**src/neuronPkg.sv**
```systemverilog
`default_nettype none

package neuronPkg;

	// IEEE single-precision layout.
	typedef struct packed
	{
		logic        sign;
		logic [7:0]  expo;
		logic [22:0] frac;
	} floatT;

	// Activations per neuron.
	localparam int LANES = 10;

	typedef floatT [LANES-1:0] actVecT;

	// Addresses 0 to LANES-1 hold the weights and BIAS_ADDR holds the bias.
	localparam int CFG_AW = 4;
	localparam logic [CFG_AW-1:0] BIAS_ADDR = 4'd10;

	// Exponent arithmetic runs on 10-bit signed values so that underflow shows as a negative.
	localparam logic signed [9:0] EXP_BIAS = 10'sd127;
	localparam logic signed [9:0] EXP_MIN = 10'sd1;
	localparam logic signed [9:0] EXP_MAX = 10'sd254;

	localparam floatT FLOAT_MAX_POS = 32'h7f7f_ffff; // Largest finite positive value.
	localparam floatT FLOAT_MAX_NEG = 32'hff7f_ffff;
	localparam floatT FLOAT_ZERO = 32'h0000_0000;

endpackage

`default_nettype wire
```
**src/weightBus.sv**
```systemverilog
`timescale 1ns/1ps
`default_nettype none

interface weightBus #(
	parameter int Lanes = neuronPkg::LANES
) ();
	import neuronPkg::*;

	floatT [Lanes-1:0] weights;
	floatT bias;
	logic loaded; // High once every weight and the bias have been written.

	modport cfg (output weights, output bias, output loaded);
	modport user (input weights, input bias, input loaded);

endinterface

`default_nettype wire

```
**src/weightRegs.sv**
```systemverilog
`timescale 1ns/1ps
`default_nettype none

module weightRegs #(
	parameter int Lanes = neuronPkg::LANES
)
(
	input logic clk,
	input logic rst,
	input logic cfgWe,
	input logic [neuronPkg::CFG_AW-1:0] cfgAddr,
	input neuronPkg::floatT cfgData,
	weightBus.cfg bus
);
	import neuronPkg::*;

	floatT [Lanes-1:0] weightQ;
	floatT biasQ;
	logic [Lanes:0] writtenQ; // Top bit tracks the bias.

	always_ff @(posedge clk)
	begin
		if (rst)
		begin
			for (int i = 0; i < Lanes; i++)
				weightQ[i] <= FLOAT_ZERO;
			biasQ <= FLOAT_ZERO;
			writtenQ <= '0;
		end
		else if (cfgWe)
		begin
			for (int i = 0; i < Lanes; i++)
			begin
				if (cfgAddr == CFG_AW'(i))
				begin
					weightQ[i] <= cfgData;
					writtenQ[i] <= 1'b1;
				end
			end
			if (cfgAddr == BIAS_ADDR)
			begin
				biasQ <= cfgData;
				writtenQ[Lanes] <= 1'b1;
			end
		end
	end

	assign bus.weights = weightQ;
	assign bus.bias = biasQ;
	assign bus.loaded = &writtenQ;

	aWeAddrKnown: assert property (@(posedge clk) disable iff (rst) cfgWe |-> !$isunknown(cfgAddr))
		else $error("Configuration write with unknown address.");

endmodule

`default_nettype wire

```
**src/flat_wrapper.sv**
```systemverilog
// flat-port wrapper written by rule: the top's interface ports become plain ports
module weightRegs_flat import neuronPkg::*;
#(
	parameter int Lanes = neuronPkg::LANES
)
  (clk, rst, cfgWe, cfgAddr, cfgData, bus_weights, bus_bias, bus_loaded);
  weightBus #(.Lanes(Lanes)) bus_i ();
  input logic clk;
  input logic rst;
  input logic cfgWe;
  input logic [neuronPkg::CFG_AW-1:0] cfgAddr;
  input neuronPkg::floatT cfgData;
  output wire logic [$bits(bus_i.weights)-1:0] bus_weights;
  output wire logic [$bits(bus_i.bias)-1:0] bus_bias;
  output wire logic [$bits(bus_i.loaded)-1:0] bus_loaded;
  assign bus_weights = bus_i.weights;
  assign bus_bias = bus_i.bias;
  assign bus_loaded = bus_i.loaded;
  weightRegs #(.Lanes(Lanes)) u_core (.clk(clk), .rst(rst), .cfgWe(cfgWe), .cfgAddr(cfgAddr), .cfgData(cfgData), .bus(bus_i));
endmodule
```
**config.mk**
```make
export PLATFORM = sky130hd
export DESIGN_NAME = weightRegs_flat
export DESIGN_NICKNAME = d
export VERILOG_FILES = /design/src/neuronPkg.sv /design/src/weightBus.sv /design/src/weightRegs.sv /design/src/flat_wrapper.sv
export SDC_FILE = /design/constraint.sdc
export NUM_CORES = 1
export LEC_CHECK = 0
export ABC_AREA = 1
export BUFFER_PORTS_ARGS = -buffer_cell sky130_fd_sc_hd__buf_4
export CAP_MARGIN = 20
export CELL_PAD_IN_SITES_DETAIL_PLACEMENT = 1
export CELL_PAD_IN_SITES_GLOBAL_PLACEMENT = 2
export CORE_MARGIN = 10
export CORE_UTILIZATION = 30
export DETAILED_ROUTE_END_ITERATION = 10
export PLACE_DENSITY_LB_ADDON = 0.1
export SLEW_MARGIN = 5
export SYNTH_ARGS = -nofsm -noshare
export SYNTH_HDL_FRONTEND = slang
export SYNTH_SLANG_ARGS = --single-unit
```
**constraint.sdc**
```tcl
create_clock -name clk -period 2.45 [get_ports clk]
set_input_delay 0.1225 -clock clk [delete_from_list [all_inputs] [get_ports clk]]
set_output_delay 0.1225 -clock clk [all_outputs]
set_load 0.01 [all_outputs]
```
### Word-level counts from Yosys, hierarchy flattened

Cells that the tools add are included.

| operators by class | value |
|---|---|
| shifts and indexed selects | 0 |
| multiplexer cells | 0 |
| multiply operators | 0 |
| divide/modulo/power cells | 0 |
| order comparisons | 0 |
| equal/unequal tests | 10 |
| reductions and logical operators | 13 |
| $add $sub $neg | 0 |
| bitwise operators | 0 |

Operator list:

| cell | number |
|---|---|
| 2-bit AND reduction | 11 |
| 4-bit by 3-bit == test with 1-bit output, second input constant | 4 |
| 4-bit == test, second input constant | 3 |
| 11-bit AND reduction | 1 |
| 4-bit by 2-bit == test with 1-bit output, second input constant | 2 |
| 4-bit by 1-bit == test with 1-bit output, second input constant | 1 |
| 4-bit zero test | 1 |

| word-level totals | value |
|---|---|
| memory bits (read-only) | 0 |
| bits in registers | 363 |
| word-level logic and storage cells | 67 |
| bits of input ports | 39 |
| latch bits | 0 |
| memories | 0 |
| memory bits (writable) | 0 |

### Logic depth before layout (Yosys ltp)

Gate-level depths: netlist of run 1.

| logic depth | value |
|---|---|
| depth in word-level cells | 2 |
| gate-level depth with buffers | 8 |
| gate-level depth less buffers | 6 |

### Least setup slack after synthesis of run 1

OpenSTA, ideal clock, no wires.

| timing path | value |
|---|---|
| kind | in2reg |
| start | input port cfgAddr[3] (netlist name) |
| end | register u_core.weightQ (netlist bit u_core.bus.weights[227]) |
| arrival | 0.907 ns |
| stages | 8 |
| setup time | 0.113 ns |
| slack | 1.430 ns |
| cell sequence | inv_1 -> nand2_1 -> nor2_1 -> buf_2 -> buf_2 -> nand2_1 -> nand2_1 -> nor2_1 |

| on the way | value |
|---|---|
| longest elaborated chain between the ends | 2 |

RTL lines:

| what | RTL line | text |
|---|---|---|
| start, declared | flat_wrapper.sv:11 | `input logic [neuronPkg::CFG_AW-1:0] cfgAddr;` |
| 4-bit by 3-bit == test with 1-bit output | weightRegs.sv:34 | `if (cfgAddr == CFG_AW'(i))` |
| 2-bit AND reduction (no source line) | n/a |  |
| end signal, assigned by index | weightRegs.sv:36 | `weightQ[i] <= cfgData;` |
| end, declared | weightRegs.sv:17 | `floatT [Lanes-1:0] weightQ;` |

Every way passes these cells.
A chain may end at the register's enable or synchronous reset.

### Worst setup path in the final report of run 1

| timing path | value |
|---|---|
| start | register u_core.writtenQ[7] |
| end | output port bus_loaded |

| on the way | value |
|---|---|
| longest elaborated chain between the ends | 1 |

RTL lines:

| what | RTL line | text |
|---|---|---|
| start, declared | weightRegs.sv:19 | `logic [Lanes:0] writtenQ;` |
| start signal, assigned | weightRegs.sv:28 | `writtenQ <= '0;` |
| start signal, assigned by index | weightRegs.sv:37 | `writtenQ[i] <= 1'b1;` |
| start signal, assigned by index | weightRegs.sv:43 | `writtenQ[Lanes] <= 1'b1;` |
| 11-bit AND reduction | weightRegs.sv:50 | `assign bus.loaded = &writtenQ;` |
| end, declared | flat_wrapper.sv:15 | `output wire logic [$bits(bus_i.loaded)-1:0] bus_loaded;` |

Every way passes these cells.

==> results.sh, run 1 <==
export IMPL_status="complete, no violations"
export IMPL_reg2reg_depth=4
export IMPL_antenna_found_initial=0
export IMPL_hold_violations=0
export IMPL_drv_cap=0
export IMPL_clkTransAtPathRegs_ns=0.06
export IMPL_power_switching_w=0.00336
export IMPL_synth_fa_ha_area_frac=0
export IMPL_grt_max_degree=90
export IMPL_drtAntennaViolNets=0
export IMPL_io_buffers=391
export IMPL_crit_arrival_ns=1.43
export IMPL_rr_startpoint="u_core.bus.weights[30]"
export IMPL_place_hpwl_mm=40.0
export IMPL_synthCells=2016
export IMPL_cts_resized=0
export IMPL_place_area_sq_um=17300
export IMPL_synth_seq_area_share=0.527
export IMPL_ys_seq_elements=363
export IMPL_grtUsageTotal=0.205
export IMPL_cp_required_ns=2.33
export IMPL_drt_initial_drc_count=648
export IMPL_regArea_sq_um=7270
export IMPL_syn_to_final_growth_pct=37.9
export IMPL_synth_compound_area_frac=0.000363
export IMPL_cts_setup_buffers=0
export IMPL_hold_end="u_core.bus.weights[150]"
export IMPL_vias=13600
export IMPL_min_period_ns=1.55
export IMPL_nets=2425
export IMPL_p_clk_frac=0.465
export IMPL_setup_tns_ns=0
export IMPL_cts_max_level=2
export IMPL_drive_gt1_frac=0.206
export IMPL_routed_via_density=4.51
export IMPL_hp_class="in -> reg"
export IMPL_path_class="reg -> out"
export IMPL_cts_buffers_inserted=43
export IMPL_gp_congestion=0.761
export IMPL_fin_area_sq_um=19000
export IMPL_max_slew_margin=0.409
export IMPL_ys_warnings_count=0
export IMPL_startpoint_type="flop"
export IMPL_cts_tree="yes"
export IMPL_drt_pass1_iter_count=4
export IMPL_finClkSkew_ns=0
export IMPL_hold_start="cfgAddr[3]"
export IMPL_synth_top_family_by_area="simple AND/OR/NAND/NOR gates"
export IMPL_power_frac_seq=0.450
export IMPL_whs_path_depth=5
export IMPL_rsz0062_at_grt="no"
export IMPL_powerDensity_nw_per_um2=714
export IMPL_n_antenna_cell=0
export IMPL_synth_simple_gate_area_share=0.409
export IMPL_ioPinCount=392
export IMPL_clock_sinks=363
export IMPL_clock_path_buffers=3
export IMPL_fp_dieW_um=234
export IMPL_placedCellCount=2908
export IMPL_ys_types=15
export IMPL_synth_xor_area_frac=0
export IMPL_rrSetupSlack_ns=1.79
export IMPL_final_core_util=0.419
export IMPL_die_h_um=234
export IMPL_multi_input_area_sq_um=5750
export IMPL_slew_viol_final=0
export IMPL_remaining_drc_errors=0
export IMPL_intPower_w=0.0102
export IMPL_end_kind="primary output"
export IMPL_synthesis_area_sq_um=13800
export IMPL_grt_overflow_total=0
export IMPL_peakVddDrop_uv=424
export IMPL_synth_area_per_cell_sq_um=6.84
export IMPL_synthMuxAreaShare=0
export IMPL_cts_hold_buffers=33
export IMPL_max_freq_mhz=644
export IMPL_fillerInstances=5699
export IMPL_stdcell_count=3015
export IMPL_period_share=0.634
export IMPL_core_area_sq_um=45400
export IMPL_routed_wl_mm=58.2
export IMPL_syn_nets=2055
export IMPL_tightest_slew_ns=0.885
export IMPL_cts_root_buf="clkbuf_16"
export IMPL_setup_viol=0
export IMPL_clkLatencyLatePin_ns=0.56
export IMPL_rows=78
export IMPL_grt_pass1_vias=13500
export IMPL_worstReg2RegEnd="u_core.bus.weights[30]"
export IMPL_die_area_sq_um=55000
export IMPL_initial_core_util=0.304
export IMPL_switching_share=0.247
export IMPL_grt_pass1_wl_mm=85.9
export IMPL_p_leak_nw=8.76
export IMPL_wl_per_cell_um=19.3
export IMPL_critical_path_max_fanout=2
export IMPL_power_frac_comb=0.084
-- routing by layer --
metal	vias to the layer above	track usage	wire length [um]
met5	-	0	0
met4	0	0.0615	1370
met3	71	0.0647	4280
met2	279	0.347	28100
met1	6444	0.245	24400
li1	6803	-	-
-- power groups by stage --
| stage | Sequential (W) | Combinational, W | Clock (W) |
|---|---|---|---|
| after detailed placement | 0.00625 | 0.00113 | 0 |
| after global routing | 0.00613 | 0.00127 | 0.00677 |
| final | 0.00612 | 0.00115 | 0.00632 |
| after global placement | 0.00624 | 0.00111 | 0 |
| after floorplan | 0.00628 | 0.000517 | 0 |
| after CTS | 0.00612 | 0.00117 | 0.00653 |
-- layout make-up --
class	count	area share
multi-input cells	1455	0.302
inverters	70	0.0142
well taps	600	0.0395
repair buffers	453	0.190
clock buffers	67	0.0693
clock inverters	7	0.00316
flip-flops and latches	363	0.382
-- Yosys cell counts --
library cell  number  share of area
inv_2              1        0.00027
a21oi_1            1        0.00036
buf_1             29         0.0079
nor3_1             1        0.00036
buf_4             22          0.012
nand2_1          643           0.17
buf_2             50          0.018
inv_1             37          0.010
nor2_2             2        0.00091
nor2_1           736           0.20
nand4_1           66          0.030
nand3_1            6         0.0022
dfxtp_1          363           0.53
clkbuf_1          27         0.0073
clkinv_1          32         0.0087
-- worst max-delay path: stages (launching register included) --
cell	delay (ns)
dfxtp_1	0.33
nand4_1	0.11
nor3_1	0.25
buf_4	0.18
-- logic make-up (layout without fill, tap and decap cells) --
group | after synthesis | in the layout
AND/OR/NAND/NOR | 1454 | 1454
flip-flops | 363 | 363
buffers and inverters | 198 | 597
AO/OA/AOI/OAI | 1 | 1
-- through the flow --
step / hold WS [ns] / setup WS (ns) / total power (W)
detailed placement: 0.367 / 0.743 / 0.00737
CTS: 0.0850 / 0.814 / 0.0138
floorplan: 0.192 / 1.43 / 0.00680
global route: 0.152 / 0.788 / 0.0142
finish: 0.113 / 0.897 / 0.0136
global placement: 0.356 / 0.815 / 0.00735
-- flip-flops by register name (all words and copies together), names as in the netlist --
signal and flops:
u_core.bus.bias 32, u_core.bus.weights 320, u_core.writtenQ 11
-- worst max path at each step --
stage	start	endpoint	slack, ns
2_1_floorplan	cfgAddr[3]	u_core.bus.weights[227]	1.43
3_3_place_gp	cfgAddr[3]	u_core.bus.weights[169]	0.81
3_5_place_dp	cfgAddr[3]	u_core.bus.weights[171]	0.74
4_1_cts	u_core.writtenQ[7]	bus_loaded	0.81
5_1_grt	u_core.writtenQ[7]	bus_loaded	0.79
6_report	u_core.writtenQ[7]	bus_loaded	0.90
-- cells in the final DEF (no fill, tap or decap) --
master and n:
nor3_1 1, clkbuf_16 45, buf_4 410, inv_8 1, dfxtp_1 363, dlygate4sd3_1 33
clkbuf_1 11, inv_1 37, nand3_1 5, a21oi_1 1, nor2_1 725, clkinv_1 32
clkbuf_8 11, nand4_1 66, nand3_4 1, bufinv_16 1, nor2_4 13, buf_12 10
clkinv_2 6, nand2_1 643
(Power assumes the default switching activity.)
==> run 2, diff against run 1 <==
--- a/config.mk
+++ b/config.mk
@@ -5,13 +5,13 @@
 export SDC_FILE = /design/constraint.sdc
 export NUM_CORES = 1
 export LEC_CHECK = 0
-export ABC_AREA = 1
+export ABC_AREA = 0
 export BUFFER_PORTS_ARGS = -buffer_cell sky130_fd_sc_hd__buf_4
 export CAP_MARGIN = 20
 export CELL_PAD_IN_SITES_DETAIL_PLACEMENT = 1
 export CELL_PAD_IN_SITES_GLOBAL_PLACEMENT = 2
 export CORE_MARGIN = 10
-export CORE_UTILIZATION = 30
+export CORE_UTILIZATION = 29
 export DETAILED_ROUTE_END_ITERATION = 10
 export PLACE_DENSITY_LB_ADDON = 0.1
 export SLEW_MARGIN = 5
==> constraint.sdc (replaced) <==
create_clock -name clk -period 1.4 [get_ports clk]
set_input_delay 0.07 -clock clk [delete_from_list [all_inputs] [get_ports clk]]
set_output_delay 0.07 -clock clk [all_outputs]
set_load 0.01 [all_outputs]
==> run 2 against run 1 <==
Combinational power increased by 37%. Routed wire length fell by 9.4%. Synthesized cell count down 38%. Worst setup slack lost 0.89 ns. Cell area grew 4.5%. First-iteration DRC count fell by 43%. Die area up 4.7%. Count of clock-buffer cells in the layout grew 5. Sequential share of layout area decreased by 1.6 points. Highest routed layer is now met5. Clock power grew 74%.
==> results.sh, run 2 <==
export IMPL_hp_class="in -> reg"
export IMPL_ys_warnings_count=0
export IMPL_layout_commonest_cell="buf_4"
export IMPL_io_buffers=391
export IMPL_worstPathCellList="nand4_1 > nor3_1 > buf_4"
export IMPL_synth_async_reset_ratio=0
export IMPL_place_hpwl_mm=37.0
export IMPL_vias=10400
export IMPL_synth_area_per_cell_sq_um=11.1
export IMPL_drive_gt1_frac=0.320
export IMPL_worstReg2RegEnd="u_core.writtenQ[2]"
export IMPL_tightest_slew_ns=0.621
export IMPL_cp_required_ns=1.33
export IMPL_grt_pass1_vias=11500
export IMPL_drt_pass1_iter_count=4
export IMPL_drv_cap=0
export IMPL_power_w=0.0232
export IMPL_grt_max_degree=72
export IMPL_hold_end="u_core.writtenQ[8]"
export IMPL_stdcell_count=2342
export IMPL_synth_top_area_frac=0.518
export IMPL_synth_seq_area_share=0.518
export IMPL_whs_path_depth=5
export IMPL_ioPinCount=392
export IMPL_rows=80
export IMPL_grt_pass1_wl_mm=77.9
export IMPL_gp_congestion=0.739
export IMPL_peakVddDrop_uv=900
export IMPL_reg2reg_depth=3
export IMPL_finClkSkew_ns=0
export IMPL_cts_buffers_inserted=44
export IMPL_routed_via_density=4.46
export IMPL_rsz0062_at_grt="yes"
export IMPL_n_antenna_cell=0
export IMPL_synthMostInstantiatedCell="nand2b_1"
export IMPL_crit_buf_inv=1
export IMPL_synth_main_ff_cell="dfxtp_1"
export IMPL_cts_tree="yes"
export IMPL_die_h_um=240
export IMPL_die_area_sq_um=57600
export IMPL_hold_start="cfgAddr[2]"
export IMPL_routed_wl_mm=52.7
export IMPL_whs_ns=0.0470
export IMPL_slew_viol_final=0
export IMPL_path_class="reg -> out"
export IMPL_yosysTopAreaCell="dfxtp_1"
export IMPL_crit_family="flip-flops"
export IMPL_min_period_ns=1.39
export IMPL_dp_slack_ns=0.0487
export IMPL_cts_max_level=2
export IMPL_crit_arrival_ns=1.32
export IMPL_antenna_found_initial=1
export IMPL_powerDensity_nw_per_um2=1170
export IMPL_synthCells=1259
export IMPL_clkTransAtPathRegs_ns=0.05
export IMPL_remaining_drc_errors=0
export IMPL_core_area_sq_um=47700
export IMPL_max_freq_mhz=720
export IMPL_period_share=0.993
export IMPL_synthesis_area_sq_um=14000
export IMPL_yosys_top_cells_area="dfxtp_1 (52%), mux2i_1 (25%), nand2b_1 (17%), clkbuf_1 (2.0%), buf_2 (0.93%)"
export IMPL_max_slew_margin=0.586
export IMPL_startpoint_type="flop"
export IMPL_ys_seq_elements=363
export IMPL_rr_startpoint="u_core.writtenQ[2]"
export IMPL_drt_initial_drc_count=368
export IMPL_setup_viol=0
export IMPL_synth_edff_count=0
export IMPL_syn_to_final_growth_pct=41.6
export IMPL_placedCellCount=2230
export IMPL_drtAntennaViolNets=0
export IMPL_worst_slack_ns=0.0103
export IMPL_critical_path_max_fanout=2
export IMPL_clock_path_buffers=3
export IMPL_status="complete, no violations"
export IMPL_cts_root_buf="clkbuf_16"
export IMPL_syn_nets=1298
export IMPL_rrSetupSlack_ns=0.66
export IMPL_nets=1737
export IMPL_ys_types=26
export IMPL_wl_per_cell_um=22.5
export IMPL_p_leak_nw=10.2
export IMPL_grt_overflow_total=0
export IMPL_end_kind="primary output"
export IMPL_slowest_delay_ns=0.32
export IMPL_clock_sinks=363
export IMPL_hold_violations=0
export IMPL_largest_reg_flops=320
export IMPL_fp_dieW_um=240
export IMPL_initial_core_util=0.294
export IMPL_clkLatencyLatePin_ns=0.55
export IMPL_synth_common_cells="nand2b_1 (384), dfxtp_1 (363), mux2i_1 (352), clkbuf_1 (75), buf_2 (26)"
export IMPL_final_cell_mix="buf_4 (449), nand2b_1 (384), dfxtp_1 (357)"
export IMPL_slowest_stage="dfxtp_2"
export IMPL_grtUsageTotal=0.180
run 2: cell count changes in the layout (fill, tap and decap cells not counted), sizes merged, moves of 6 or more:
cell	previous run	this run
clkinv	38	2
nand4	66	4
mux2i	0	352
a21oi	1	11
nand2	643	3
clkbuf	67	73
buf	420	474
nand2b	0	384
inv	38	8
nor2	738	4
run 2: worst max path at each step:
stage                        from                      end  slack [ns]  cells past startpoint
2_1_floorplan          cfgAddr[2]  u_core.bus.weights[290]        0.19                      6
3_3_place_gp                cfgWe   u_core.bus.weights[12]         0.1                      5
3_5_place_dp                cfgWe   u_core.bus.weights[12]        0.05                      5
4_1_cts        u_core.writtenQ[4]               bus_loaded       -0.05                      3
5_1_grt        u_core.writtenQ[4]               bus_loaded       -0.09                      3
6_report       u_core.writtenQ[4]               bus_loaded        0.01                      3
run 2: cell families after synthesis:
group,count (synthesis),synth area share
simple gates,409,0.186
flops,363,0.518
mux,352,0.251
buf+inv,124,0.0408
compound gates,11,0.00392
run 2: layout make-up:
type / count / area, sq um
timing repair buffer: 509 / 4230
clock buffer: 72 / 1330
fill: 5196 / 27900
multi-input combinational: 772 / 6200
tap: 615 / 769
inverter: 8 / 30.0
sequential: 363 / 7270
clock inverter: 3 / 40.0
run 2: power by group:
| group | total (W) | switching, W | leakage, nW | internal, W |
|---|---|---|---|---|
| clock | 0.0110 | 0.00443 | 0.668 | 0.00659 |
| combinational | 0.00157 | 0.000787 | 6.56 | 0.000783 |
| sequential | 0.0106 | 0.0000842 | 2.93 | 0.0105 |
| total | 0.0232 | 0.00530 | 10.2 | 0.0179 |
run 2: through the flow:
| stage | util | area (sq um) | TNS [ns] |
|---|---|---|---|
| floorplan | - | 14000 | 0 |
| CTS | 0.416 | 19900 | -0.0457 |
| global route | 0.416 | 19900 | -0.0926 |
| finish | 0.416 | 19900 | 0 |
| detailed placement | 0.380 | 18100 | 0 |
| global placement | 0.380 | 18100 | 0 |
run 2: tightest hold or removal path, stage by stage:
cell and delay, ns:
buf_4 0.12, nor3b_2 0.06, buf_4 0.13, a21oi_1 0.13
nor2_1 0.05
run 2: repair_timing:
action | 4_1_cts | 5_1_grt
endpoints found under the setup margin | 1 | 3
setup buffers | 1 | 2
hold buffers | 34 | 0
gates resized for setup | 6 | 0
pin swaps | 2 | 1
hold endpoints to repair | 311 | 0
run 2: per-layer routing:
metal  GRT usage  vias to the layer above  wire length (um)
li1            -                     4994                 -
met1       0.210                     5145             21800
met2       0.307                      242             25800
met3      0.0669                       60              4200
met4      0.0393                        2               843
met5           0                        -                13
==> run 3, diff against run 2 <==
--- a/config.mk
+++ b/config.mk
@@ -10,7 +10,6 @@
 export CAP_MARGIN = 20
 export CELL_PAD_IN_SITES_DETAIL_PLACEMENT = 1
 export CELL_PAD_IN_SITES_GLOBAL_PLACEMENT = 2
-export CORE_MARGIN = 10
 export CORE_UTILIZATION = 29
 export DETAILED_ROUTE_END_ITERATION = 10
 export PLACE_DENSITY_LB_ADDON = 0.1
==> constraint.sdc (replaced) <==
create_clock -name clk -period 1.2 [get_ports clk]
set_input_delay 0.06 -clock clk [delete_from_list [all_inputs] [get_ports clk]]
set_output_delay 0.06 -clock clk [all_outputs]
set_load 0.01 [all_outputs]
==> run 3 against run 2 <==
The flow now finishes with violations (setup timing). Sequential power rose by 16%. Worst hold slack got worse by 0.0080 ns. Cell area up 2.3%. Clock skew did not move. Register-to-register slack got worse by 0.20 ns. Largest power group unchanged. Combinational power rose by 25%. Highest routed layer is now met4. Critical endpoint unchanged. Utilization up 0.97 points.
==> results.sh, run 3 (synthesis results as in run 2) <==
export IMPL_final_cell_mix="buf_4 (441), nand2b_1 (384), dfxtp_1 (355)"
export IMPL_n_antenna_cell=0
export IMPL_powerDensity_nw_per_um2=1350
export IMPL_violations="setup timing"
export IMPL_io_buffers=391
export IMPL_drv_cap=0
export IMPL_syn_to_final_growth_pct=44.9
export IMPL_p_leak_nw=10.4
export IMPL_drt_pass1_iter_count=4
export IMPL_initial_core_util=0.294
export IMPL_whs_ns=0.0390
export IMPL_die_h_um=222
export IMPL_crit_start="u_core.writtenQ[10]"
export IMPL_place_hpwl_mm=34.2
export IMPL_max_slew_margin=0.753
export IMPL_ioPinCount=392
export IMPL_grt_max_degree=50
export IMPL_worstReg2RegEnd="u_core.writtenQ[2]"
export IMPL_rrSetupSlack_ns=0.46
export IMPL_status="complete, but fails checks"
export IMPL_startpoint_type="flop"
export IMPL_clock_path_buffers=3
export IMPL_switching_share=0.226
export IMPL_clkLatencyLatePin_ns=0.56
export IMPL_cts_buffers_inserted=43
export IMPL_cts_tree="yes"
export IMPL_peakVddDrop_uv=727
export IMPL_fp_dieW_um=222
export IMPL_drt_initial_drc_count=369
export IMPL_nets=1753
export IMPL_clkTransAtPathRegs_ns=0.05
export IMPL_endpoint="bus_loaded"
export IMPL_cp_required_ns=1.14
export IMPL_routed_via_density=4.43
export IMPL_path_class="reg -> out"
export IMPL_tightest_slew_ns=0.371
export IMPL_rr_startpoint="u_core.writtenQ[2]"
export IMPL_clock_sinks=363
export IMPL_reg2reg_depth=3
export IMPL_power_frac_comb=0.072
export IMPL_grt_overflow_total=0
export IMPL_drive_gt1_frac=0.329
export IMPL_die_area_sq_um=49300
export IMPL_wl_per_cell_um=21.0
export IMPL_grt_pass1_vias=10900
export IMPL_antenna_found_initial=0
export IMPL_cts_max_level=2
export IMPL_drtAntennaViolNets=0
export IMPL_setup_viol=1
export IMPL_max_freq_mhz=712
export IMPL_rsz0062_at_grt="yes"
export IMPL_power_frac_seq=0.447
export IMPL_critical_path_max_fanout=2
export IMPL_routed_wl_mm=49.5
export IMPL_min_period_ns=1.41
export IMPL_period_share=1.17
export IMPL_hold_violations=0
export IMPL_power_w=0.0275
export IMPL_worst_slack_ns=-0.205
export IMPL_rows=80
export IMPL_layout_commonest_cell="buf_4"
export IMPL_power_switching_w=0.00623
export IMPL_intPower_w=0.0213
export IMPL_fillerInstances=5191
export IMPL_core_area_sq_um=47700
export IMPL_crit_arrival_ns=1.35
export IMPL_setup_tns_ns=-0.205
export IMPL_placedCellCount=2247
export IMPL_largest_reg_flops=320
export IMPL_gp_congestion=0.735
export IMPL_grtUsageTotal=0.198
export IMPL_grt_pass1_wl_mm=73.0
export IMPL_finClkSkew_ns=0
export IMPL_p_clk_frac=0.481
export IMPL_stdcell_count=2358
export IMPL_cts_root_buf="clkbuf_16"
export IMPL_end_kind="primary output"
export IMPL_vias=10400
export IMPL_slew_viol_final=0
export IMPL_remaining_drc_errors=0
export IMPL_hp_class="in -> reg"
-- run 3: cell types whose count changed in the layout (fill, tap and decap cells not counted), sizes merged --
cell         before  now
clkinv            2    4
buf             474  489
dlygate4sd3      34   36
bufinv            1    3
clkbuf           73   68
-- run 3: stage by stage --
stage          setup WS, ns  area, sq um  utilization
6_report             -0.205        20300        0.426
5_1_grt              -0.317        20300        0.426
4_1_cts              -0.256        20300        0.425
3_5_place_dp        -0.0853        18500        0.388
3_3_place_gp        -0.0373        18500        0.388
2_1_floorplan      0.000595        14000            -
-- run 3: worst max-delay path, cell delays in order, from the launching register on --
cell and delay [ns]:
dfxtp_2 0.32, nand4_1 0.12, nor3_2 0.19, buf_4 0.16
-- run 3: final cells by class --
cell class	count	area, sq um	area share
clock inverters	7	110	0.00541
inverters	8	30.0	0.00148
repair buffers	526	4640	0.228
clock buffers	67	1300	0.0639
flip-flops and latches	363	7280	0.358
multi-input cells	772	6210	0.306
well taps	615	769	0.0378
-- run 3: worst min path at each step --
stage | from | to | slack (ns) | cells past startpoint
after global routing | cfgAddr[1] | u_core.writtenQ[10] | 0.02 | 4
after floorplan | cfgData[3] | u_core.bus.weights[291] | 0.24 | 2
after detailed placement | u_core.writtenQ[10] | u_core.writtenQ[10] | 0.44 | 2
after global placement | u_core.writtenQ[1] | u_core.writtenQ[1] | 0.43 | 2
final | cfgAddr[2] | u_core.writtenQ[0] | 0.04 | 5
after CTS | cfgAddr[2] | u_core.writtenQ[0] | 0.001 | 5
-- run 3: repair_timing --
item,CTS,global route
gates resized for setup,3,8
buffers inserted,1,0
hold buffers,35,1
setup endpoints to repair,1,44
hold endpoints to repair,355,1
pin swaps,2,2
-- run 3: metal layers --
| metal | global-route usage | vias up | wire [um] |
|---|---|---|---|
| li1 | - | 5023 | - |
| met1 | 0.253 | 5098 | 22100 |
| met2 | 0.319 | 255 | 22900 |
| met3 | 0.0644 | 66 | 3400 |
| met4 | 0.0540 | 0 | 1050 |
| met5 | 0 | - | 0 |
-- run 3: power groups by stage --
stage	sequential, W	clock, W	combinational [W]
4_1_cts	0.0123	0.0137	0.00201
3_5_place_dp	0.0126	0	0.00191
3_3_place_gp	0.0126	0	0.00190
6_report	0.0123	0.0132	0.00197
2_1_floorplan	0.0126	0	0.000793
5_1_grt	0.0123	0.0142	0.00210
